<file path="config.mk">
export PLATFORM = sky130hd
export DESIGN_NAME = fetch_stage
export DESIGN_NICKNAME = d
export VERILOG_FILES = /design/src/source/cpu_isa_pkg.sv /design/src/source/fetch_stage.sv
export SDC_FILE = /design/constraint.sdc
export NUM_CORES = 2
export LEC_CHECK = 0
export BUFFER_PORTS_ARGS = -buffer_cell sky130_fd_sc_hd__buf_2
export CELL_PAD_IN_SITES_DETAIL_PLACEMENT = 1
export CELL_PAD_IN_SITES_GLOBAL_PLACEMENT = 1
export CORE_ASPECT_RATIO = 1.75
export CORE_UTILIZATION = 40
export DETAILED_ROUTE_END_ITERATION = 7
export GPL_TIMING_DRIVEN = 0
export PLACE_DENSITY_LB_ADDON = 0.1
export SYNTH_ARGS = -nofsm -noshare
export SYNTH_HDL_FRONTEND = slang
export SYNTH_SLANG_ARGS = --single-unit
</file>
<file path="constraint.sdc">
create_clock -name clk -period 5.56 [get_ports clk]
set_clock_uncertainty 0.15 [all_clocks]
set_input_delay 0.278 -clock clk [delete_from_list [all_inputs] [get_ports clk]]
set_output_delay 0.278 -clock clk [all_outputs]
set_load 0.005 [all_outputs]
</file>
<file path="src/source/cpu_isa_pkg.sv">
// ISA word and register index types, opcode and funct codes, ALU operation enum
package cpu_isa_pkg;

    typedef logic [31:0] word_t;
    typedef logic [4:0]  reg_idx_t;

    typedef enum logic [2:0] {
        ALU_ADD,
        ALU_SUB,
        ALU_AND,
        ALU_OR,
        ALU_XOR,
        ALU_SLT,
        ALU_LUI
    } alu_op_e;

    // primary opcodes, instr[31:26]
    localparam logic [5:0] OPC_SPECIAL = 6'h00;
    localparam logic [5:0] OPC_ADDIU   = 6'h09;
    localparam logic [5:0] OPC_ORI     = 6'h0d;
    localparam logic [5:0] OPC_LUI     = 6'h0f;

    // SPECIAL funct field, instr[5:0]
    localparam logic [5:0] FN_ADDU  = 6'h21;
    localparam logic [5:0] FN_SUBU  = 6'h23;
    localparam logic [5:0] FN_AND   = 6'h24;
    localparam logic [5:0] FN_OR    = 6'h25;
    localparam logic [5:0] FN_XOR   = 6'h26;
    localparam logic [5:0] FN_SLT   = 6'h2a;
    localparam logic [5:0] FN_BREAK = 6'h0d;

    localparam word_t NOP_WORD = 32'h0000_0000;  // sll r0,r0,0

endpackage

</file>
<file path="src/source/fetch_stage.sv">
// fetch stage: instruction memory, program counter and fetch/decode register
`timescale 1ns/1ps

module fetch_stage #(
    parameter int IMEM_DEPTH = 64
) (
    input  logic                          clk,
    input  logic                          resetn,
    input  logic                          start_i,
    input  logic                          halt_i,
    input  logic                          imem_we_i,
    input  logic [$clog2(IMEM_DEPTH)-1:0] imem_waddr_i,
    input  cpu_isa_pkg::word_t            imem_wdata_i,
    output logic                          if_valid_o,
    output cpu_isa_pkg::word_t            if_instr_o
);

    localparam int AW = $clog2(IMEM_DEPTH);

    cpu_isa_pkg::word_t imem [IMEM_DEPTH];
    logic [AW-1:0]      pc;
    logic               running;
    logic               fetch_en;

    assign fetch_en = running & ~halt_i;

    always_ff @(posedge clk) begin
        if (imem_we_i) begin
            imem[imem_waddr_i] <= imem_wdata_i;  // host load over APB
        end
    end

    always_ff @(posedge clk) begin
        if (!resetn) begin
            running    <= 1'b0;
            pc         <= '0;
            if_valid_o <= 1'b0;
        end else if (start_i) begin
            running    <= 1'b1;
            pc         <= '0;
            if_valid_o <= 1'b0;
        end else begin
            if (halt_i) begin
                running <= 1'b0;
            end
            if (fetch_en) begin
                pc <= pc + AW'(1);  // wraps at IMEM_DEPTH
            end
            if_valid_o <= fetch_en;
        end
    end

    always_ff @(posedge clk) begin
        if_instr_o <= fetch_en ? imem[pc] : cpu_isa_pkg::NOP_WORD;
    end

endmodule

</file>
==> impl_metrics.json <==
{
  "power.leakage_nw": 27.27,
  "setup_viol": 0,
  "netlist.area_leader.share_pct": 77.72,
  "synth_edf_count": 2048,
  "cp.arrival_ns": 5.25,
  "synth_top_family_by_area": "multiplexers",
  "cap_violations": 0,
  "ir_drop_uv": 228.9,
  "num_vias": 39340,
  "core.rowCount": 215,
  "post_drt_wl_per_cell_um": 39.71,
  "dp_worst_setup_slack_ns": 0.8317,
  "die_height_um": 590.4,
  "drive_gt1_share_pct": 26.35,
  "finish.utilization_pct": 46.52,
  "setup_tns_ns": 0,
  "drt_iter0_drc": 3815,
  "timing.fmax_ghz": 0.2081,
  "hold_class": "in2reg",
  "synth_fp_nets": 3562,
  "power.density_nw_per_um2": 344.9,
  "postCtsSetupBuffers": 0,
  "portBuffers": 70,
  "yosysTopAreaCell": "edfxtp_1",
  "ioPinCount": 76,
  "crit_start": "pc[1]$_SDFFE_PP0P_",
  "hpwl_um": 175400,
  "grt_max_degree": 65,
  "setup.worst_path.class": "reg2reg",
  "initial_utilization_pct": 40.29,
  "clk_pin_slew_ns": 0.07,
  "vias_per_cell": 5.913,
  "synth_cell_types": 37,
  "muxShareOfSynthArea_pct": 16.00,
  "gr-usage-all-layers_pct": 26.41,
  "worstHoldStart": "imem_wdata_i[1]",
  "critPathCaptureType": "flip-flop",
  "avgSynthCellArea_um2": 22.49,
  "finalMaxSlewViolations": 0,
  "gp_congestion": 0.8440,
  "status": "finished clean",
  "yosysWarnings": 0,
  "cp_max_fo": 10,
  "syn-cell-area_um2": 79130,
  "postPlaceCellArea_um2": 84930,
  "h-tree-depth": 4,
  "synth-compound-area-share_pct": 2.857,
  "slew_headroom_pct": 1.134,
  "fin_nets": 3940,
  "r2r-start": "pc[1]$_SDFFE_PP0P_",
  "yosysSeqAreaShare_pct": 78.73,
  "synth_flop_cell": "edfxtp_1",
  "clockBufferDepth": 4,
  "clkSinkCount": 2088,
  "grt_first_pass_wirelength_um": 356200,
  "synthAdderAreaFrac_pct": 0.01581,
  "startpoint_type": "flip-flop",
  "synthSimpleGateAreaFrac_pct": 1.061,
  "tritoncts": "done",
  "drt_first_pass_iters": 5,
  "nFillCells": 17730,
  "postLayoutCellArea_um2": 91360,
  "core_um2": 196400,
  "fp.dieW_um": 338.2,
  "insertion_delay_ns": 0.86,
  "drt_drc_violations_left": 0,
  "area_delta_synth_final_pct": 15.45,
  "grt_pass1_vias": 41210,
  "cts_root_buf": "clkbuf_16",
  "fin_crit_ns": 4.804,
  "overflow": 0,
  "rsz0062_at_grt": "no",
  "drt-total-wl_um": 264200,
  "ys_ff_latch": 2088,
  "die_area_um2": 199700,
  "ant_nets": 0,
  "worst_pin_slew_ns": 1.483,
  "netlist_top_cells_area": "edfxtp_1 78%, mux4_2 13%, mux2i_1 3.2%, dfxtp_1 1.0%, o22ai_1 0.80%",
  "syn_inst": 3518,
  "fin_ws_ns": 0.7557,
  "multi_input_area_um2": 16300,
  "regArea_um2": 62300,
  "cp.required_ns": 6.01,
  "synth.cells.most_frequent": "2048 x edfxtp_1, 440 x mux4_2, 255 x mux2i_1",
  "hold_viol": 0,
  "numCtsBuffers": 197,
  "fin_crit_sh_pct": 86.41,
  "antenna_found_initial": 19,
  "ys_async_sr_fraction_pct": 0,
  "yosysMostFrequentCell": "edfxtp_1",
  "synth_xor_area_share_pct": 0.05534
}
==> cells by family (layout without fill, tap and decap cells) <==
logic type	count (synthesis)	after routing
DFF	2088	2088
buffers and inverters	200	728
and+or+nand+nor	190	190
adders and majority gates	1	1
muxes	713	713
xor gates and xnor gates	5	5
AOI/OAI and AO/OA	321	321
other	0	3
==> state kept, by name, summed over array words and instances, names as in the netlist <==
signal / cells
imem: 2048
if_instr_o: 32
running: 1
pc: 6
if_valid_o: 1
==> layout by cell type, fill, tap and decap left out, drive strengths merged, types with 24 or more instances in the layout <==
cell type / count
a221oi: 28
buf: 278
edfxtp: 2048
o22ai: 101
a211oi: 42
dfxtp: 40
clkbuf: 328
o21ai: 41
a211o: 24
mux4: 440
nor2: 96
mux2i: 255
nand3: 25
nand2: 33
clkinv: 78
==> worst max-delay path: stages (launching register included) <==
cell,delay (ns)
dfxtp_1,0.34
buf_4,0.32
buf_2,0.33
clkbuf_1,0.85
buf_2,0.77
mux2i_1,0.32
nor2_1,0.11
a2111oi_0,0.86
o22ai_1,0.46
==> worst paths after layout <==
| kind | cells past startpoint | slack, ns | to |
|---|---|---|---|
| worst max-delay path | 8 | 0.76 | if_instr_o[22]$_SDFF_PN0_ |
| worst min-delay path | 1 | 0.09 | imem[57][1]$_DFFE_PP_ |
| worst max register to register | 8 | 0.76 | if_instr_o[22]$_SDFF_PN0_ |
| worst min register to register | 3 | 0.50 | pc[1]$_SDFFE_PP0P_ |
==> final cells by class <==
class / count / area share [%]
clock inverters: 100 / 0.9135
repair buffers: 179 / 2.568
flip-flops and latches: 2088 / 68.19
clock buffers: 249 / 5.802
multi-input cells: 1230 / 17.84
diodes: 3 / 0.008217
well taps: 2604 / 3.566
plain buffers: 200 / 1.104
==> power by group <==
group | total (W) | switching, W | internal, W
Clock | 0.0133 | 0.00593 | 0.00737
Sequential | 0.0174 | 0.0000249 | 0.0174
Combinational | 0.000789 | 0.000587 | 0.000203
Total | 0.0315 | 0.00654 | 0.0250
==> repair_timing <==
action	4_1_cts	5_1_grt
hold buffers	5	17
hold endpoints to repair	135	884
resized for setup	0	0
endpoints found under the setup margin	0	0
==> layer usage <==
layer  track usage (%)  part of all wire, %
met3             3.385                  5.1
met4             11.97                  4.9
met2             47.29                   53
met1             31.66                   37
met5                 0                0.016
==> metrics by stage <==
| step | cells | power [W] | hold slack, ns |
|---|---|---|---|
| finish | 6653 | 0.03151 | 0.08663 |
| global route | 6651 | 0.03226 | 0.1003 |
| CTS | 6631 | 0.03174 | 0.06047 |
| detailed placement | 6277 | 0.01854 | 0.4036 |
| global placement | 6192 | 0.01848 | 0.4077 |
| floorplan | 3518 | 0.01800 | 0.2269 |
No activity file was read; power rests on OpenSTA's default activity.
