$ cat src/source/cpu_isa_pkg.sv
// ISA word and register index types, opcode and funct codes, ALU operation enum
package cpu_isa_pkg;

    typedef logic [31:0] word_t;
    typedef logic [4:0]  reg_idx_t;

    typedef enum logic [2:0] {
        ALU_ADD,
        ALU_SUB,
        ALU_AND,
        ALU_OR,
        ALU_XOR,
        ALU_SLT,
        ALU_LUI
    } alu_op_e;

    // primary opcodes, instr[31:26]
    localparam logic [5:0] OPC_SPECIAL = 6'h00;
    localparam logic [5:0] OPC_ADDIU   = 6'h09;
    localparam logic [5:0] OPC_ORI     = 6'h0d;
    localparam logic [5:0] OPC_LUI     = 6'h0f;

    // SPECIAL funct field, instr[5:0]
    localparam logic [5:0] FN_ADDU  = 6'h21;
    localparam logic [5:0] FN_SUBU  = 6'h23;
    localparam logic [5:0] FN_AND   = 6'h24;
    localparam logic [5:0] FN_OR    = 6'h25;
    localparam logic [5:0] FN_XOR   = 6'h26;
    localparam logic [5:0] FN_SLT   = 6'h2a;
    localparam logic [5:0] FN_BREAK = 6'h0d;

    localparam word_t NOP_WORD = 32'h0000_0000;  // sll r0,r0,0

endpackage

$ cat src/source/register_file.sv
// 32-entry register file: two operand read ports, debug read port, one write port
`timescale 1ns/1ps

module register_file (
    input  logic                  clk,
    input  logic                  resetn,
    input  cpu_isa_pkg::reg_idx_t raddr_a_i,
    input  cpu_isa_pkg::reg_idx_t raddr_b_i,
    input  cpu_isa_pkg::reg_idx_t dbg_raddr_i,
    output cpu_isa_pkg::word_t    rdata_a_o,
    output cpu_isa_pkg::word_t    rdata_b_o,
    output cpu_isa_pkg::word_t    dbg_rdata_o,
    input  logic                  we_i,
    input  cpu_isa_pkg::reg_idx_t waddr_i,
    input  cpu_isa_pkg::word_t    wdata_i
);

    cpu_isa_pkg::word_t regs [32];

    always_ff @(posedge clk) begin
        if (!resetn) begin
            for (int i = 0; i < 32; i++) begin
                regs[i] <= '0;
            end
        end else if (we_i && waddr_i != '0) begin
            regs[waddr_i] <= wdata_i;  // r0 stays zero
        end
    end

    assign rdata_a_o   = regs[raddr_a_i];
    assign rdata_b_o   = regs[raddr_b_i];
    assign dbg_rdata_o = regs[dbg_raddr_i];

endmodule

$ cat config.mk
export PLATFORM = sky130hd
export DESIGN_NAME = register_file
export DESIGN_NICKNAME = d
export VERILOG_FILES = /design/src/source/cpu_isa_pkg.sv /design/src/source/register_file.sv
export SDC_FILE = /design/constraint.sdc
export NUM_CORES = 2
export LEC_CHECK = 0
export BUFFER_PORTS_ARGS = -buffer_cell sky130_fd_sc_hd__buf_2
export CAP_MARGIN = 15
export CORE_ASPECT_RATIO = 2
export CORE_MARGIN = 1
export CORE_UTILIZATION = 45
export DETAILED_ROUTE_END_ITERATION = 8
export PLACE_DENSITY = 0.57
export SETUP_SLACK_MARGIN = 0.3
export SYNTH_ARGS = -nofsm -noshare
export SYNTH_HDL_FRONTEND = slang
export SYNTH_SLANG_ARGS = --single-unit
$ cat constraint.sdc
create_clock -name clk -period 4.45 [get_ports clk]
set_input_delay 0.2225 -clock clk [delete_from_list [all_inputs] [get_ports clk]]
set_output_delay 0.2225 -clock clk [all_outputs]
set_load 0.03 [all_outputs]
==> flow_summary_export.csv <==
group,metric,value,unit
logic_synthesis,synthSimpleGateAreaFrac,0.1491,
detailed_routing,dr.first_iter.drc_count,5877,
logic_synthesis,synth_seq_area_share,0.4767,
final_layout,finalNonFillerCells,7704,
sta,fin_tns_setup,0,ps
final_layout,syn2layout_area_growth,11.12,%
critical_path,worst-path-max-fanout,18,
floorplan,start_util,0.4527,
power_and_ir_drop,ir_drop,472.8,uV
detailed_routing,drtAntennaViolNets,0,
clock_tree,cts_resized,0,
global_routing,grt_use_total,0.3705,
logic_synthesis,synthCells,5767,
sta,hold_viol,0,
logic_synthesis,synthMuxAreaShare,0.2384,
global_routing,grt_pass1_vias,50980,
clock_tree,h-tree-depth,3,
place,dpl-instance-area,68480,um^2
floorplan,io_pins,151,
logic_synthesis,synthXorXnorAreaFrac,0,
place,port-buffer-count,150,
power_and_ir_drop,comb_power_share,0.175,
worst_hold_path,min_path_type,"in2reg",
detailed_routing,vias,51410,
sta,setup_viol,0,
place,gp_congestion,0.9059,
critical_path,max_stage_delay,1120,ps
place,dpl.cell_count,7512,
power_and_ir_drop,p_sw_frac,0.2952,
critical_path,crit_type,"in2out",
final_layout,top_register,"regs",
logic_synthesis,synth_area,64500,um^2
clock_tree,tritoncts,"done",
critical_path,crit_chain,"buf_2 > nor2b_4 > buf_4 > a22o_1 > nor3_1 > a31oi_1 > nand3_1 > buf_2",
final_layout,largest_reg_flops,1024,
final_layout,top_regs,"regs (1024)",
global_routing,grt_pass1_wl,381.5,mm
clock_tree,cts.sinks,1024,
global_routing,grt_max_degree,71,
power_and_ir_drop,power_density,343.5,nW/um^2
place,place_ws,1419,ps
place,dp_hpwl,171.4,mm
critical_path,cp.arrival,3000,ps
sta,hold_slack,134.2,ps
global_routing,antenna_found_initial,24,
sta,slew_headroom,0.06377,
floorplan,dieArea,144900,um^2
power_and_ir_drop,power.share.sequential,0.471,
detailed_routing,drt_pass1_iterations,6,
critical_path,critPathCaptureType,"output pin",
sta,drv_slew,0,
job,cap_viol_max_count,0,
sta,tightest_slew,1401,ps
logic_synthesis,synth-seq-cells,1024,
logic_synthesis,synth_cell_types,32,
clock_tree,clk_pin_slew,70,ps
floorplan,die_w,269.7,um
logic_synthesis,synth_area_per_cell,11.18,um^2
detailed_routing,postRouteWirelength,275.6,mm
final_layout,drive_gt1_frac,0.1082,
power_and_ir_drop,p_int,0.01735,W
status,outcome,"finished, final reports clean",
detailed_routing,wire_per_inst,35.77,um
logic_synthesis,synthAdderAreaFrac,0,
final_layout,n_fill_cell,12670,
sta,fin_ws,1229,ps
final_layout,nets,5786,
sta,period_minus_slack,3221,ps
power_and_ir_drop,leakage,28.78,nW
global_routing,grt_overflow,0,
clock_tree,cts_inserted_buffers,98,
sta,timing.fmax,0.3104,GHz
logic_synthesis,synth_compound_area_frac,0.09365,
critical_path,cp.required,4230,ps
floorplan,core_area,142500,um^2
clock_tree,postCtsSetupBuffers,0,
logic_synthesis,ys_warn_count,0,
sta,fin_crit_sh,0.7239,
sta,rsz0062_at_grt,"no",
critical_path,worstSetupStartpointType,"input port",
clock_tree,cts_hold_buf,0,
floorplan,rows,196,
critical_path,slowest_stage,"nor2b_4",
power_and_ir_drop,power_switching,0.007268,W
clock_tree,cts_buffer_depth,3,
final_layout,finalInstanceArea,71680,um^2
detailed_routing,avgViaCountPerCell,6.673,
logic_synthesis,synth_top_family_by_area,"multiplexers",
power_and_ir_drop,pwr-share-clk,0.354,
clock_tree,root_buffer,"clkbuf_16",
floorplan,fp.dieH,537.4,um
detailed_routing,post-route-drc-count,0,
critical_path,cp_common_cell,"buf_2",
## power groups by stage
stage	registers (W)	logic (W)	clock network, W
2_1_floorplan	0.0117	0.00260	0
3_3_place_gp	0.0118	0.00420	0
3_5_place_dp	0.0118	0.00420	0
4_1_cts	0.0116	0.00421	0.00875
5_1_grt	0.0116	0.00443	0.00905
6_report	0.0116	0.00430	0.00872
## per-stage QoR
step                        util  total power, W
after CTS                 0.5028         0.02454
after floorplan                -         0.01427
after global placement    0.4803         0.01595
after detailed placement  0.4807         0.01598
after global routing      0.5028         0.02512
final                     0.5031         0.02462
## worst max-delay path, delay by kind of cell
family | cells | cell delay, ps
buf+inv | 3 | 740
simple gates | 3 | 1440
compound gates | 2 | 550
## logic make-up after synthesis
logic type / Yosys count
compound gates: 895
buf+inv: 577
flops: 1024
mux: 1536
other cells: 1
simple gates: 1734
## cells in the final DEF (no fill, tap or decap), types with 2 or more instances in the layout
cell / instances
clkbuf_1: 22
clkbuf_16: 103
edfxtp_1: 1024
nand2_1: 290
or3b_1: 2
buf_12: 67
nand3_1: 289
buf_2: 147
and2_1: 992
buf_8: 3
conb_1: 32
clkinv_1: 23
a21oi_1: 288
diode_2: 17
a22oi_1: 288
nand2_2: 4
or2_2: 3
buf_4: 190
and2_4: 3
nand3b_1: 3
bufinv_16: 10
nor3_1: 96
a22o_1: 192
buf_16: 2
o21ai_4: 31
clkinv_2: 11
mux2i_1: 1536
clkinvlp_4: 4
nand2b_2: 6
nor2b_4: 6
nor2_4: 34
a31oi_1: 96
nor2_1: 2
## synth_stat cells
cell / number / area share
or3_4: 1 / 0.00017
mux2i_1: 1536 / 0.24
inv_1: 1 / 0.000058
nand3_1: 289 / 0.022
buf_1: 41 / 0.0024
nor2_2: 7 / 0.00068
a31oi_1: 96 / 0.0093
nand2_1: 293 / 0.017
edfxtp_1: 1024 / 0.48
nand4_1: 1 / 0.000097
o21ai_0: 31 / 0.0024
nor3_1: 96 / 0.0074
nor2_4: 5 / 0.00087
or2_2: 3 / 0.00029
nand3b_1: 3 / 0.00035
buf_6: 3 / 0.00052
nand4b_1: 1 / 0.00014
buf_4: 100 / 0.012
nand2b_1: 6 / 0.00058
nor2b_1: 6 / 0.00058
a22o_1: 192 / 0.026
buf_2: 107 / 0.0083
or3_1: 1 / 0.000097
a22oi_1: 288 / 0.034
clkbuf_2: 18 / 0.0014
clkbuf_1: 307 / 0.018
and2_1: 995 / 0.097
a21oi_1: 288 / 0.022
or3b_1: 2 / 0.00027
conb_1: 1 / 0.000058
nor2_1: 24 / 0.0014
nand2_2: 1 / 0.000097
## area by class of cell
type                       count  area (um^2)  share of cell area
inverter                       1        3.754          0.00005237
multi-input combinational   4197        31770              0.4433
antenna                       17        42.54           0.0005935
clock buffer                 125         2660             0.03711
clock inverter                50        489.2            0.006825
tap                         1881         2354             0.03284
sequential                  1024        30750              0.4290
timing repair buffer         409         3603             0.05027
## layer usage
metal | wire length (um) | track usage | vias to the layer above
met5 | 93 | 0 | -
met4 | 22040 | 0.2761 | 14
met3 | 21490 | 0.05495 | 955
met2 | 131400 | 0.6145 | 3088
met1 | 100500 | 0.4361 | 26010
li1 | - | - | 21340
## final timing paths
check,from,to,slack [ps],depth (start not counted)
min,wdata_i[12],regs[26][12]$_SDFFCE_PN0P_,130,2
max,raddr_b_i[2],rdata_b_o[16],1230,8
(Power assumes the default switching activity.)
