--- src/source/apb_map_pkg.sv ---
// APB debug address map: region bases, control and status bit positions
package apb_map_pkg;

    typedef logic [11:0] paddr_t;

    localparam paddr_t IMEM_BASE = 12'h000;  // 256 words
    localparam paddr_t REGS_BASE = 12'h400;  // 32 words
    localparam paddr_t CTRL_ADDR = 12'h800;
    localparam paddr_t STAT_ADDR = 12'h804;

    localparam int CTRL_RUN_BIT  = 0;
    localparam int STAT_BUSY_BIT = 0;

endpackage

--- src/source/cpu_isa_pkg.sv ---
// ISA word and register index types, opcode and funct codes, ALU operation enum
package cpu_isa_pkg;

    typedef logic [31:0] word_t;
    typedef logic [4:0]  reg_idx_t;

    typedef enum logic [2:0] {
        ALU_ADD,
        ALU_SUB,
        ALU_AND,
        ALU_OR,
        ALU_XOR,
        ALU_SLT,
        ALU_LUI
    } alu_op_e;

    // primary opcodes, instr[31:26]
    localparam logic [5:0] OPC_SPECIAL = 6'h00;
    localparam logic [5:0] OPC_ADDIU   = 6'h09;
    localparam logic [5:0] OPC_ORI     = 6'h0d;
    localparam logic [5:0] OPC_LUI     = 6'h0f;

    // SPECIAL funct field, instr[5:0]
    localparam logic [5:0] FN_ADDU  = 6'h21;
    localparam logic [5:0] FN_SUBU  = 6'h23;
    localparam logic [5:0] FN_AND   = 6'h24;
    localparam logic [5:0] FN_OR    = 6'h25;
    localparam logic [5:0] FN_XOR   = 6'h26;
    localparam logic [5:0] FN_SLT   = 6'h2a;
    localparam logic [5:0] FN_BREAK = 6'h0d;

    localparam word_t NOP_WORD = 32'h0000_0000;  // sll r0,r0,0

endpackage

--- src/source/apb_debug_port.sv ---
// APB debug slave: instruction loading, register readback, run control and busy status
`timescale 1ns/1ps

module apb_debug_port #(
    parameter int IMEM_DEPTH = 64
) (
    input  logic                          clk,
    input  logic                          resetn,
    input  logic                          psel_i,
    input  logic                          penable_i,
    input  logic                          pwrite_i,
    input  apb_map_pkg::paddr_t           paddr_i,
    input  cpu_isa_pkg::word_t            pwdata_i,
    output cpu_isa_pkg::word_t            prdata_o,
    output logic                          pready_o,
    output logic                          pslverr_o,
    output logic                          imem_we_o,
    output logic [$clog2(IMEM_DEPTH)-1:0] imem_waddr_o,
    output cpu_isa_pkg::word_t            imem_wdata_o,
    output logic                          start_o,
    output cpu_isa_pkg::reg_idx_t         dbg_raddr_o,
    input  cpu_isa_pkg::word_t            dbg_rdata_i,
    input  logic                          retired_break_i,
    output logic                          busy_o
);

    localparam int AW = $clog2(IMEM_DEPTH);
    localparam apb_map_pkg::paddr_t IMEM_SPAN_MASK = 12'h3ff;
    localparam apb_map_pkg::paddr_t REGS_SPAN_MASK = 12'h07f;

    logic       access;
    logic       in_imem;
    logic       in_regs;
    logic       is_ctrl;
    logic       is_stat;
    logic       unmapped;
    logic       imem_oob;
    logic [7:0] word_off;

    assign access   = psel_i & penable_i;  // zero wait state, access phase only
    assign word_off = paddr_i[9:2];

    assign in_imem  = (paddr_i & ~IMEM_SPAN_MASK) == apb_map_pkg::IMEM_BASE;
    assign in_regs  = (paddr_i & ~REGS_SPAN_MASK) == apb_map_pkg::REGS_BASE;
    assign is_ctrl  = paddr_i == apb_map_pkg::CTRL_ADDR;
    assign is_stat  = paddr_i == apb_map_pkg::STAT_ADDR;
    assign unmapped = ~(in_imem | in_regs | is_ctrl | is_stat);
    assign imem_oob = int'(word_off) >= IMEM_DEPTH;

    assign pready_o  = access;
    assign pslverr_o = access & (unmapped
                                 | (in_imem & (~pwrite_i | imem_oob))
                                 | (in_regs & pwrite_i)
                                 | (is_stat & pwrite_i));

    assign imem_we_o    = access & pwrite_i & in_imem & ~imem_oob;
    assign imem_waddr_o = word_off[AW-1:0];
    assign imem_wdata_o = pwdata_i;

    assign start_o     = access & pwrite_i & is_ctrl & pwdata_i[apb_map_pkg::CTRL_RUN_BIT];
    assign dbg_raddr_o = paddr_i[6:2];

    always_comb begin
        prdata_o = '0;
        if (access && !pwrite_i) begin
            if (in_regs) begin
                prdata_o = dbg_rdata_i;
            end else if (is_stat) begin
                prdata_o[apb_map_pkg::STAT_BUSY_BIT] = busy_o;
            end
        end
    end

    always_ff @(posedge clk) begin
        if (!resetn) begin
            busy_o <= 1'b0;
        end else if (start_o) begin
            busy_o <= 1'b1;
        end else if (retired_break_i) begin
            busy_o <= 1'b0;  // break has left execute
        end
    end

endmodule

--- config.mk ---
export PLATFORM = sky130hd
export DESIGN_NAME = apb_debug_port
export DESIGN_NICKNAME = d
export VERILOG_FILES = /design/src/source/apb_map_pkg.sv /design/src/source/cpu_isa_pkg.sv /design/src/source/apb_debug_port.sv
export SDC_FILE = /design/constraint.sdc
export NUM_CORES = 1
export LEC_CHECK = 0
export ABC_AREA = 1
export CAP_MARGIN = 20
export CORE_AREA = 2 2 62 64
export DETAILED_ROUTE_END_ITERATION = 8
export DIE_AREA = 0 0 64 66
export DONT_BUFFER_PORTS = 1
export PLACE_DENSITY = 0.46
export SYNTH_ARGS = -nofsm -noshare
export SYNTH_HDL_FRONTEND = slang
export SYNTH_SLANG_ARGS = --single-unit
--- constraint.sdc ---
create_clock -name clk -period 2.41 [get_ports clk]
set_input_delay 0.1205 -clock clk [delete_from_list [all_inputs] [get_ports clk]]
set_output_delay 0.1205 -clock clk [all_outputs]
set_load 0.01 [all_outputs]
==> results.md <==
- Cell Area, Synth: 848 µm²
- routed length per placed instance: 12.4 µm
- Synth area leader: sky130_fd_sc_hd__buf_4
- Rows: 22
- Iter 0 DRT Violations: 25
- number of fill cells in the layout: 427
- Critical R2R Capture: busy_o$_SDFFE_PN0P_
- share of cells above drive strength 1: 9.43%
- Avg Vias per Cell: 4.38
- critical-path cell list: inv_1, nor2_2, nand3_2, a21boi_1, nor2_1
- Slowest cell on crit path: sky130_fd_sc_hd__nand3_2
- area share of the leading cell type in the synthesized netlist: 40.7%
- type of the setup path with the least slack: input port to output port
- Fin. Hold Viols: 0
- registers with the most flip-flops: busy_o: 1 flops
- unrepaired setup endpoints after global routing: false
- die area: 0.00422 mm²
- WP data arrival: 1.29 ns
- vias in the first global route: 492
- number of buffers added for setup after CTS: 0
- Final GP Congestion: 0.638
- CP max stage delay: 0.47 ns
- maximum number of pins on one net before global-route repair: 36
- leakage power total: 0.162 nW
- first drt pass iteration count: 4
- commonest non-fill, non-tap cells in the layout: 41 x sky130_fd_sc_hd__nand2_1, 38 x sky130_fd_sc_hd__nor2_1, 8 x sky130_fd_sc_hd__inv_1, 3 x sky130_fd_sc_hd__nor2_4
- final sum of negative setup slack: 0 ns
- cell total after placement: 154
- worst reg-to-reg path cell count: 3
- period utilization: 58.5%
- peak supply drop: 42.1 µV
- number of max-cap violations: 0
- run status: finished clean
- Initial Util: 23.9%
- number of nets with antenna violations after detailed routing: 0
- startpoint class of the critical path: input port
- most common library cell in the layout ignoring fill and taps: sky130_fd_sc_hd__nand2_1
- count of mapped cells out of synthesis: 155
- count of input and output buffers: 0
- Placeable Area: 0.00355 mm²
- number of antenna violations at the first check in global routing: 0
- total via count after detailed routing: 675
- max frequency: 0.709 GHz
- Detail Placement HPWL: 1650 µm
- post-synthesis net count: 237
- fraction of the yosys area taken by sequential cells: 2.36%
- Sequential cell area: 20.0 µm²
- wire length of the first global-routing pass: 2460 µm
- area taken by multi-input logic gates: 438 µm²
- final period demand of the worst path: 1.41 ns
- largest reg by FF count: busy_o
- top cells by area, synth: sky130_fd_sc_hd__buf_4 41%, sky130_fd_sc_hd__nand2_1 18%, sky130_fd_sc_hd__nor2_1 17%
- overall track demand over capacity in global routing: 7.09%
- Pwr Density: 94.7 mW/mm²
- crit path capture type: output port
- DRT Wirelength: 1910 µm
- Final Max Tran Viols: 0
- remaining max-slew budget at the tightest pin: 59.3%
- Data required, critical path: 2.29 ns
- maximum net fanout on the critical path: 35
- Cell variety after synth: 20
- count of state elements after synthesis: 1
- top-level port count: 162
- FF-to-FF setup slack: 1.51 ns
- insertion delay of the later-clocked pin in the worst-skew pair: 0 ns
- non-filler instance count after layout: 154
- Worst Hold Launch: pwdata_i[19]
- height of the die: 66 µm
- cts-stage hold buffer count: 0
- final layout net count: 190
- number of flip-flops in the largest register: 1
- setup skew after layout: 0 ns
- number of cells on the worst hold path: 0
- area grow syn2layout: -35.4%
- number of gates resized after cts: 0
- die boundary width: 64 µm
- Worst-Margin Slew: 0.609 ns
- setup violators final: 0
- grt total ovfl: 0
- yosys warns: 0
- Hold Path Sink: imem_wdata_o[19]
- diode insertion count for antenna repair: 0
- type of the worst min-delay path: input port to output port
- worst reg2reg startpoint: busy_o$_SDFFE_PN0P_
- mean instance size in the synthesized netlist: 5.47 µm²
- DRC violation count after routing: 0
==> worst max path at each step <==
stage                                    from  cells past startpoint  slack (ns)                   to
after floorplan           busy_o$_SDFFE_PN0P_                      3        1.54  busy_o$_SDFFE_PN0P_
after global placement             paddr_i[9]                      4        0.95          prdata_o[0]
after detailed placement           paddr_i[9]                      4        0.93          prdata_o[0]
after CTS                         paddr_i[10]                      5        0.93          prdata_o[0]
after global routing              paddr_i[10]                      5        0.85          prdata_o[0]
final                             paddr_i[10]                      5         1.0          prdata_o[0]
==> metrics by stage <==
stage	hold WS (ns)	utilization [%]	area, µm²	worst slack, ns	total power [mW]
2_1_floorplan	0.270	-	848	1.54	0.123
3_3_place_gp	0.241	15.4	548	0.952	0.0519
3_5_place_dp	0.241	15.4	548	0.928	0.0525
4_1_cts	0.241	15.4	548	0.930	0.0526
5_1_grt	0.241	15.4	548	0.850	0.0571
6_report	0.241	15.4	548	1.00	0.0519
==> synthesized netlist by cell type, drive strengths merged <==
| cell type | instances |
|---|---|
| a21boi | 2 |
| a21oi | 1 |
| buf | 49 |
| dfxtp | 1 |
| inv | 8 |
| nand2 | 42 |
| nand3 | 2 |
| nand4 | 1 |
| nor2 | 43 |
| nor4 | 1 |
| o211ai | 1 |
| o21ai | 1 |
| or2 | 3 |
==> routing by layer <==
layer	wire, µm	GRT usage, %	vias to the layer above
met5	0	0	-
met4	47	2.45	0
met3	320	2.39	8
met2	954	14.1	75
met1	591	6.71	268
li1	-	-	324
==> power breakdown <==
| part | switching (mW) | internal (mW) |
|---|---|---|
| clock network | 0 | 0 |
| logic | 0.0245 | 0.0105 |
| registers | 0.000000347 | 0.0169 |
| total | 0.0245 | 0.0274 |
==> cell families after synthesis <==
logic type             Yosys count  synth area share (%)
and+or+nand+nor                 92                  47.3
DFF                              1                  2.36
AOI/OAI and AO/OA                5                  4.28
buffers and inverters           57                  46.0
==> area by class of cell <==
class | instances | area share (%)
Sequential cell | 1 | 3.65
Tap cell | 48 | 11.0
Multi-Input combinational cell | 97 | 79.9
Inverter | 8 | 5.48
==> critical path: cells and delay by family <==
kind / cells / cell delay [ns]
compound gates: 1 / 0.34
buf+inv: 1 / 0.03
simple gates: 3 / 0.79
Power figures use the tool's default switching activity.
