`src/source/cpu_isa_pkg.sv`:
```
// ISA word and register index types, opcode and funct codes, ALU operation enum
package cpu_isa_pkg;

    typedef logic [31:0] word_t;
    typedef logic [4:0]  reg_idx_t;

    typedef enum logic [2:0] {
        ALU_ADD,
        ALU_SUB,
        ALU_AND,
        ALU_OR,
        ALU_XOR,
        ALU_SLT,
        ALU_LUI
    } alu_op_e;

    // primary opcodes, instr[31:26]
    localparam logic [5:0] OPC_SPECIAL = 6'h00;
    localparam logic [5:0] OPC_ADDIU   = 6'h09;
    localparam logic [5:0] OPC_ORI     = 6'h0d;
    localparam logic [5:0] OPC_LUI     = 6'h0f;

    // SPECIAL funct field, instr[5:0]
    localparam logic [5:0] FN_ADDU  = 6'h21;
    localparam logic [5:0] FN_SUBU  = 6'h23;
    localparam logic [5:0] FN_AND   = 6'h24;
    localparam logic [5:0] FN_OR    = 6'h25;
    localparam logic [5:0] FN_XOR   = 6'h26;
    localparam logic [5:0] FN_SLT   = 6'h2a;
    localparam logic [5:0] FN_BREAK = 6'h0d;

    localparam word_t NOP_WORD = 32'h0000_0000;  // sll r0,r0,0

endpackage

```
`src/source/execute_stage.sv`:
```
// execute stage: ALU, bypass outputs and execute/writeback register
`timescale 1ns/1ps

module execute_stage (
    input  logic                  clk,
    input  logic                  resetn,
    input  logic                  id_valid_i,
    input  cpu_isa_pkg::alu_op_e  id_alu_op_i,
    input  cpu_isa_pkg::word_t    id_opa_i,
    input  cpu_isa_pkg::word_t    id_opb_i,
    input  cpu_isa_pkg::reg_idx_t id_rd_i,
    input  logic                  id_wr_en_i,
    input  logic                  id_break_i,
    output logic                  ex_fwd_wr_o,
    output cpu_isa_pkg::reg_idx_t ex_fwd_rd_o,
    output cpu_isa_pkg::word_t    ex_fwd_data_o,
    output logic                  wb_wr_o,
    output cpu_isa_pkg::reg_idx_t wb_rd_o,
    output cpu_isa_pkg::word_t    wb_data_o,
    output logic                  retired_break_o
);

    cpu_isa_pkg::word_t alu_result;

    always_comb begin
        case (id_alu_op_i)
            cpu_isa_pkg::ALU_ADD: alu_result = id_opa_i + id_opb_i;
            cpu_isa_pkg::ALU_SUB: alu_result = id_opa_i - id_opb_i;
            cpu_isa_pkg::ALU_AND: alu_result = id_opa_i & id_opb_i;
            cpu_isa_pkg::ALU_OR:  alu_result = id_opa_i | id_opb_i;
            cpu_isa_pkg::ALU_XOR: alu_result = id_opa_i ^ id_opb_i;
            cpu_isa_pkg::ALU_SLT: alu_result = {31'b0, $signed(id_opa_i) < $signed(id_opb_i)};
            cpu_isa_pkg::ALU_LUI: alu_result = {id_opb_i[15:0], 16'h0000};
            default:              alu_result = '0;
        endcase
    end

    // result seen by decode in the same cycle
    assign ex_fwd_wr_o   = id_valid_i & id_wr_en_i;
    assign ex_fwd_rd_o   = id_rd_i;
    assign ex_fwd_data_o = alu_result;

    always_ff @(posedge clk) begin
        if (!resetn) begin
            wb_wr_o         <= 1'b0;
            retired_break_o <= 1'b0;
        end else begin
            wb_wr_o         <= ex_fwd_wr_o;
            retired_break_o <= id_valid_i & id_break_i;
        end
    end

    always_ff @(posedge clk) begin
        wb_rd_o   <= id_rd_i;
        wb_data_o <= alu_result;
    end

endmodule

```
`config.mk`:
```
export PLATFORM = sky130hd
export DESIGN_NAME = execute_stage
export DESIGN_NICKNAME = d
export VERILOG_FILES = /design/src/source/cpu_isa_pkg.sv /design/src/source/execute_stage.sv
export SDC_FILE = /design/constraint.sdc
export NUM_CORES = 1
export LEC_CHECK = 0
export ABC_AREA = 1
export BUFFER_PORTS_ARGS = -buffer_cell sky130_fd_sc_hd__buf_2
export CORE_MARGIN = 1.5
export CORE_UTILIZATION = 30
export DETAILED_ROUTE_END_ITERATION = 12
export PLACE_DENSITY = 0.6
export SYNTH_ARGS = -nofsm -noshare
export SYNTH_HDL_FRONTEND = slang
export SYNTH_SLANG_ARGS = --single-unit
```
`constraint.sdc`:
```
create_clock -name clk -period 5.3 [get_ports clk]
set_input_delay 0.795 -clock clk [delete_from_list [all_inputs] [get_ports clk]]
set_output_delay 0.795 -clock clk [all_outputs]
set_load 0.01 [all_outputs]
```
==> impl_metrics.json, run 1 <==
{
  "fin_crit_sh": 0.7387,
  "fp.coreArea_sq_um": 23680,
  "hold_path_end": "wb_rd_o[4]",
  "crit_type": "in -> out",
  "area_growth_pct": 15.22,
  "synth.most_common_cell": "nand2_1",
  "grt_max_degree": 29,
  "drive_above_1_share": 0.1484,
  "ys_ff_latch": 39,
  "num-nets-final": 1636,
  "cts_num_sinks": 39,
  "yosys.area.top_type": "nand2_1",
  "fmax_mhz": 255.4,
  "place_hpwl_um": 25670,
  "cts.path.max_buffers": 2,
  "final_hold_viol_count": 0,
  "power_leakage_nw": 5.093,
  "hold_path_startpoint": "id_rd_i[4]",
  "die_w_um": 159.3,
  "finalWorstSetupSlack_ps": 1385,
  "overflow": 0,
  "ir_worst_vdd_mv": 0.1084,
  "grt_pass1_vias": 8113,
  "htreeDepth": 2,
  "ys_async_sr_fraction": 0,
  "synth_area_per_cell_sq_um": 5.450,
  "synth_top_area_frac": 0.2280,
  "total_power_mw": 1.608,
  "synthTopCellsByCount": "nand2_1 (445), inv_1 (268), nand3_1 (116)",
  "run_status": "finished, final reports clean",
  "setup_viol": 0,
  "slew_violations": 0,
  "antenna_left": 0,
  "wl_per_cell_um": 17.33,
  "gp_congestion": 0.9995,
  "num_antenna_cells": 0,
  "drcViolationCount": 0,
  "synth.net_count": 1519,
  "max-slew-margin-rel": 0.1364,
  "clockRootBuffer": "clkbuf_16",
  "startpoint_type": "input port",
  "dr.pass1.iters": 6,
  "post_cts_buffers": 0,
  "synth.distinct_cells": 37,
  "rsz0062_at_grt": "no",
  "drt-initial-drc-count": 750,
  "yosysSeqAreaShare": 0.1066,
  "ioPinCount": 154,
  "dieArea_sq_um": 25360,
  "start_util": 0.3093,
  "ctsHoldBuffers": 0,
  "ys_warn_count": 0,
  "antenna_found_initial": 0,
  "drt-total-wl_um": 30870,
  "vias": 8813,
  "drv_cap": 0,
  "cts-resized-gates": 0,
  "hold_class": "in -> reg",
  "min_period_ps": 3915,
  "cts_tree": "yes",
  "dieHeight_um": 159.3,
  "grt_usage": 0.2374,
  "critPathRequiredTime_ps": 4510,
  "netlist_area_sq_um": 7325,
  "rows": 56,
  "syn_inst": 1344,
  "synth_edf_count": 0,
  "synth_area_leaders": "nand2_1 (23%), ha_1 (16%), inv_1 (14%)",
  "viasPerCell": 4.948,
  "clkTransAtPathRegs_ps": 60,
  "tightest_slew_ps": 1291,
  "synth_flop_cell": "dfxtp_1",
  "holdPathStages": 1,
  "crit_arrival_ps": 3120,
  "post-place-ws_ps": 1452,
  "power_density_nw_per_um2": 190.5,
  "grt_pass1_wl_um": 46060,
  "crit_fanout": 4,
  "fin_util": 0.3564,
  "cts_buffers": 5,
  "io_buffers": 153,
  "crit_path_end_kind": "output pin",
  "fin_tns_setup_ps": 0
}
## worst max-delay path, stage by stage
cell and delay, ps:
buf_2 120, ha_1 350, inv_1 130, fa_1 410
inv_1 130, nand3_1 80, nand3_1 160, nand3_1 130
nand3_1 170, nand3_1 150, nand2_1 90, nand2_1 50
nand3_1 70, nand3_1 120, buf_2 160
## cell type report
class                   instances  area [sq um]
clock inverters                 3         67.56
well taps                     319         399.1
multi-input cells             960          5156
fillers                      2756         15240
inverters                     299          1122
repair buffers                156         788.3
flip-flops and latches         39         780.7
clock buffers                   5         125.1
## power by group
group	leakage (nW)	internal, mW	switching (mW)
Sequential	0.327	0.330	0.00676
Clock	0.0900	0.271	0.169
Combinational	4.68	0.262	0.570
## cells by family after synthesis
family | after synthesis | share of synthesized area
flops | 39 | 0.1066
fa+ha+maj | 98 | 0.1695
compound gates | 142 | 0.1197
simple gates | 717 | 0.4105
buf+inv | 345 | 0.1901
xor+xnor | 3 | 0.003588
## worst max-delay path by stage
stage,start,end,slack [ps],cells past startpoint
CTS,id_opb_i[0],ex_fwd_data_o[28],1440,15
global placement,id_opb_i[0],ex_fwd_data_o[28],1410,15
finish,id_opb_i[0],ex_fwd_data_o[20],1380,15
floorplan,id_opa_i[0],ex_fwd_data_o[0],2230,16
detailed placement,id_opb_i[0],ex_fwd_data_o[28],1450,15
global route,id_opb_i[0],ex_fwd_data_o[16],1240,15
## routing by layer
| metal | vias to the layer above | global-route usage | wire [um] |
|---|---|---|---|
| li1 | 4379 | - | - |
| met2 | 378 | 0.3827 | 13660 |
| met4 | 0 | 0.1025 | 1232 |
| met5 | - | 0 | 0 |
| met1 | 4007 | 0.3184 | 13710 |
| met3 | 49 | 0.02761 | 2268 |
## flip-flops by register name, summed over array words and instances (netlist names)
name and flops:
wb_data_o 32, wb_rd_o 5, retired_break_o 1, wb_wr_o 1
## through the flow
stage | hold WS, ps | cells | instance area, sq um
after floorplan | 822.7 | 1344 | 7325
after global placement | 906.7 | 1773 | 8247
after detailed placement | 911.1 | 1773 | 8247
after CTS | 596.5 | 1781 | 8439
after global routing | 600.2 | 1781 | 8439
final | 608.2 | 1781 | 8439
## placed cells by master, fill, tap and decap left out, drive strengths merged
cell type	synthesis	layout
clkinv	5	5
a21oi	51	51
buf	45	156
nor4	4	4
o21ai	30	30
a221oi	19	19
a32oi	1	1
nand4	12	12
o21a	1	1
clkbuf	1	5
fa	2	2
o2111ai	6	6
nand2	449	449
and3	3	3
ha	96	96
nor2	115	115
clkinvlp	0	1
inv	294	294
bufinv	0	2
dfxtp	39	39
a211oi	1	1
nor3	14	14
o21bai	6	6
xor2	3	3
o221a	1	1
o211ai	5	5
nand3	120	120
o22ai	21	21
Power figures use the tool's default switching activity.
==> run 2, diff against run 1 <==
PLACE_DENSITY = 0.62   (was 0.6)
clock period = 3.3 ns   (was 5.3 ns; I/O delays follow)
==> run 2 against run 1 <==
  * Utilization rose by 1.5 points
  * Non-clock buffer count rose by 45
  * Power rose by 65%
  * Setup slack got worse by 1200 ps
  * Critical path depth fell by 4
  * Clock power rose by 62%
  * Global-route usage rose by 0.44 points
  * Die area did not move
  * Combinational power rose by 68%
  * Highest routed layer unchanged
==> impl_metrics.json, run 2 (same netlist as run 1, synthesis figures left out) <==
{
  "crit_arrival_ps": 2640,
  "hold_path_startpoint": "id_rd_i[4]",
  "antenna_left": 0,
  "start_util": 0.3093,
  "grt_pass1_vias": 8316,
  "gp_congestion": 0.9931,
  "drv_cap": 0,
  "dr.pass1.iters": 5,
  "reg_top3": "wb_data_o: 32 flops, wb_rd_o: 5 flops",
  "grt_max_degree": 33,
  "drt-initial-drc-count": 703,
  "multiInputGateArea_sq_um": 5154,
  "dieHeight_um": 159.3,
  "critPathSlowestCell": "ha_1",
  "final_hold_viol_count": 0,
  "clkTransAtPathRegs_ps": 60,
  "startpoint_type": "input port",
  "vias": 8910,
  "grt_usage": 0.2418,
  "post_cts_buffers": 0,
  "drcViolationCount": 0,
  "max-slew-margin-rel": 0.5752,
  "largest-register": "wb_data_o",
  "fin_tns_setup_ps": 0,
  "crit_fanout": 11,
  "place_hpwl_um": 26430,
  "cts.path.max_buffers": 2,
  "hold_path_end": "wb_rd_o[4]",
  "crit_path_end_kind": "output pin",
  "setup_viol": 0,
  "hold_ws_ps": 303.2,
  "wl_per_cell_um": 16.98,
  "register_area_sq_um": 780.7,
  "ir_worst_vdd_mv": 0.1635,
  "clockRootBuffer": "clkbuf_16",
  "power_density_nw_per_um2": 300.9,
  "worst_path_largest_cell_delay_ps": 540,
  "area_growth_pct": 20.14,
  "largest_reg_flops": 32,
  "viasPerCell": 4.880,
  "htreeDepth": 2,
  "grt_pass1_wl_um": 47020,
  "cts_tree": "yes",
  "num-nets-final": 1681,
  "holdPathStages": 1,
  "final_common_cell": "nand2_1",
  "tightest_slew_ps": 637.2,
  "antenna_found_initial": 0,
  "hold_class": "in -> reg",
  "die_w_um": 159.3,
  "num_antenna_cells": 0,
  "fin_util": 0.3716,
  "run_status": "finished, final reports clean",
  "rsz0062_at_grt": "no",
  "mostFrequentLayoutCells": "nand2_1 (445), inv_1 (268), buf_2 (153)",
  "crit_type": "in -> out",
  "rows": 56,
  "ioPinCount": 154,
  "io_buffers": 153,
  "fp.coreArea_sq_um": 23680,
  "critPathRequiredTime_ps": 2800,
  "cts_num_sinks": 39,
  "overflow": 0,
  "drt-total-wl_um": 31000,
  "slew_violations": 0,
  "min_period_ps": 3132,
  "drive_above_1_share": 0.1739,
  "fmax_mhz": 319.2,
  "power_leakage_nw": 5.317,
  "cts_buffers": 5,
  "worstPathCellList": "buf_2 -> inv_1 -> ha_1 -> nor2_1 -> nand2_1 -> nand3_2 -> nand2_1 -> nand3_1 -> xor2_1 -> o211ai_1 -> buf_2",
  "fillers": 2744,
  "dieArea_sq_um": 25360,
  "fin_crit_sh": 0.9492
}
run 2: cell type report:
type	count	area share
Clock buffer	5	0.01422
Clock inverter	3	0.007678
Inverter	299	0.1275
Multi-Input combinational cell	960	0.5857
Sequential cell	39	0.08872
Tap cell	319	0.04536
Timing Repair Buffer	201	0.1308
run 2: per-layer routing:
layer,GRT usage,share of wire
met1,0.3333,0.46
met2,0.3992,0.45
met3,0.02370,0.064
met4,0.06690,0.022
met5,0,0
run 2: worst max-delay path: cells and delay by family:
kind,cells,cell delay [ps]
AND/OR/NAND/NOR,5,650
XOR/XNOR,1,230
adder cells (fa/ha/maj),1,540
buffers and inverters,3,400
AO/OA/AOI/OAI,1,320
run 2: power breakdown:
group	internal, mW	leakage (nW)	switching, mW
Clock	0.436	0.0900	0.275
Combinational	0.472	4.90	0.926
Sequential	0.529	0.327	0.0104
Total	1.44	5.32	1.21
run 2: worst max path at each step:
stage	from	endpoint	slack (ps)	depth (start not counted)
6_report	id_opb_i[2]	ex_fwd_data_o[12]	170	11
5_1_grt	id_opb_i[2]	ex_fwd_data_o[31]	20	15
4_1_cts	id_opb_i[0]	ex_fwd_data_o[20]	130	15
3_5_place_dp	id_opb_i[0]	ex_fwd_data_o[20]	140	15
3_3_place_gp	id_opb_i[0]	ex_fwd_data_o[20]	160	15
2_1_floorplan	id_opa_i[0]	ex_fwd_data_o[0]	830	16
run 2: metrics by stage:
step	setup slack (ps)	area [sq um]	total power, mW	cells
floorplan	832.1	7325	1.400	1344
global placement	162.0	8605	1.925	1818
global route	15.18	8800	2.832	1826
finish	167.6	8800	2.647	1826
detailed placement	141.9	8605	1.928	1818
CTS	133.8	8797	2.648	1826
run 2: repair_timing:
item	4_1_cts	5_1_grt
endpoints found under the setup margin	0	3
gates resized for setup	0	1
hold buffers	0	0
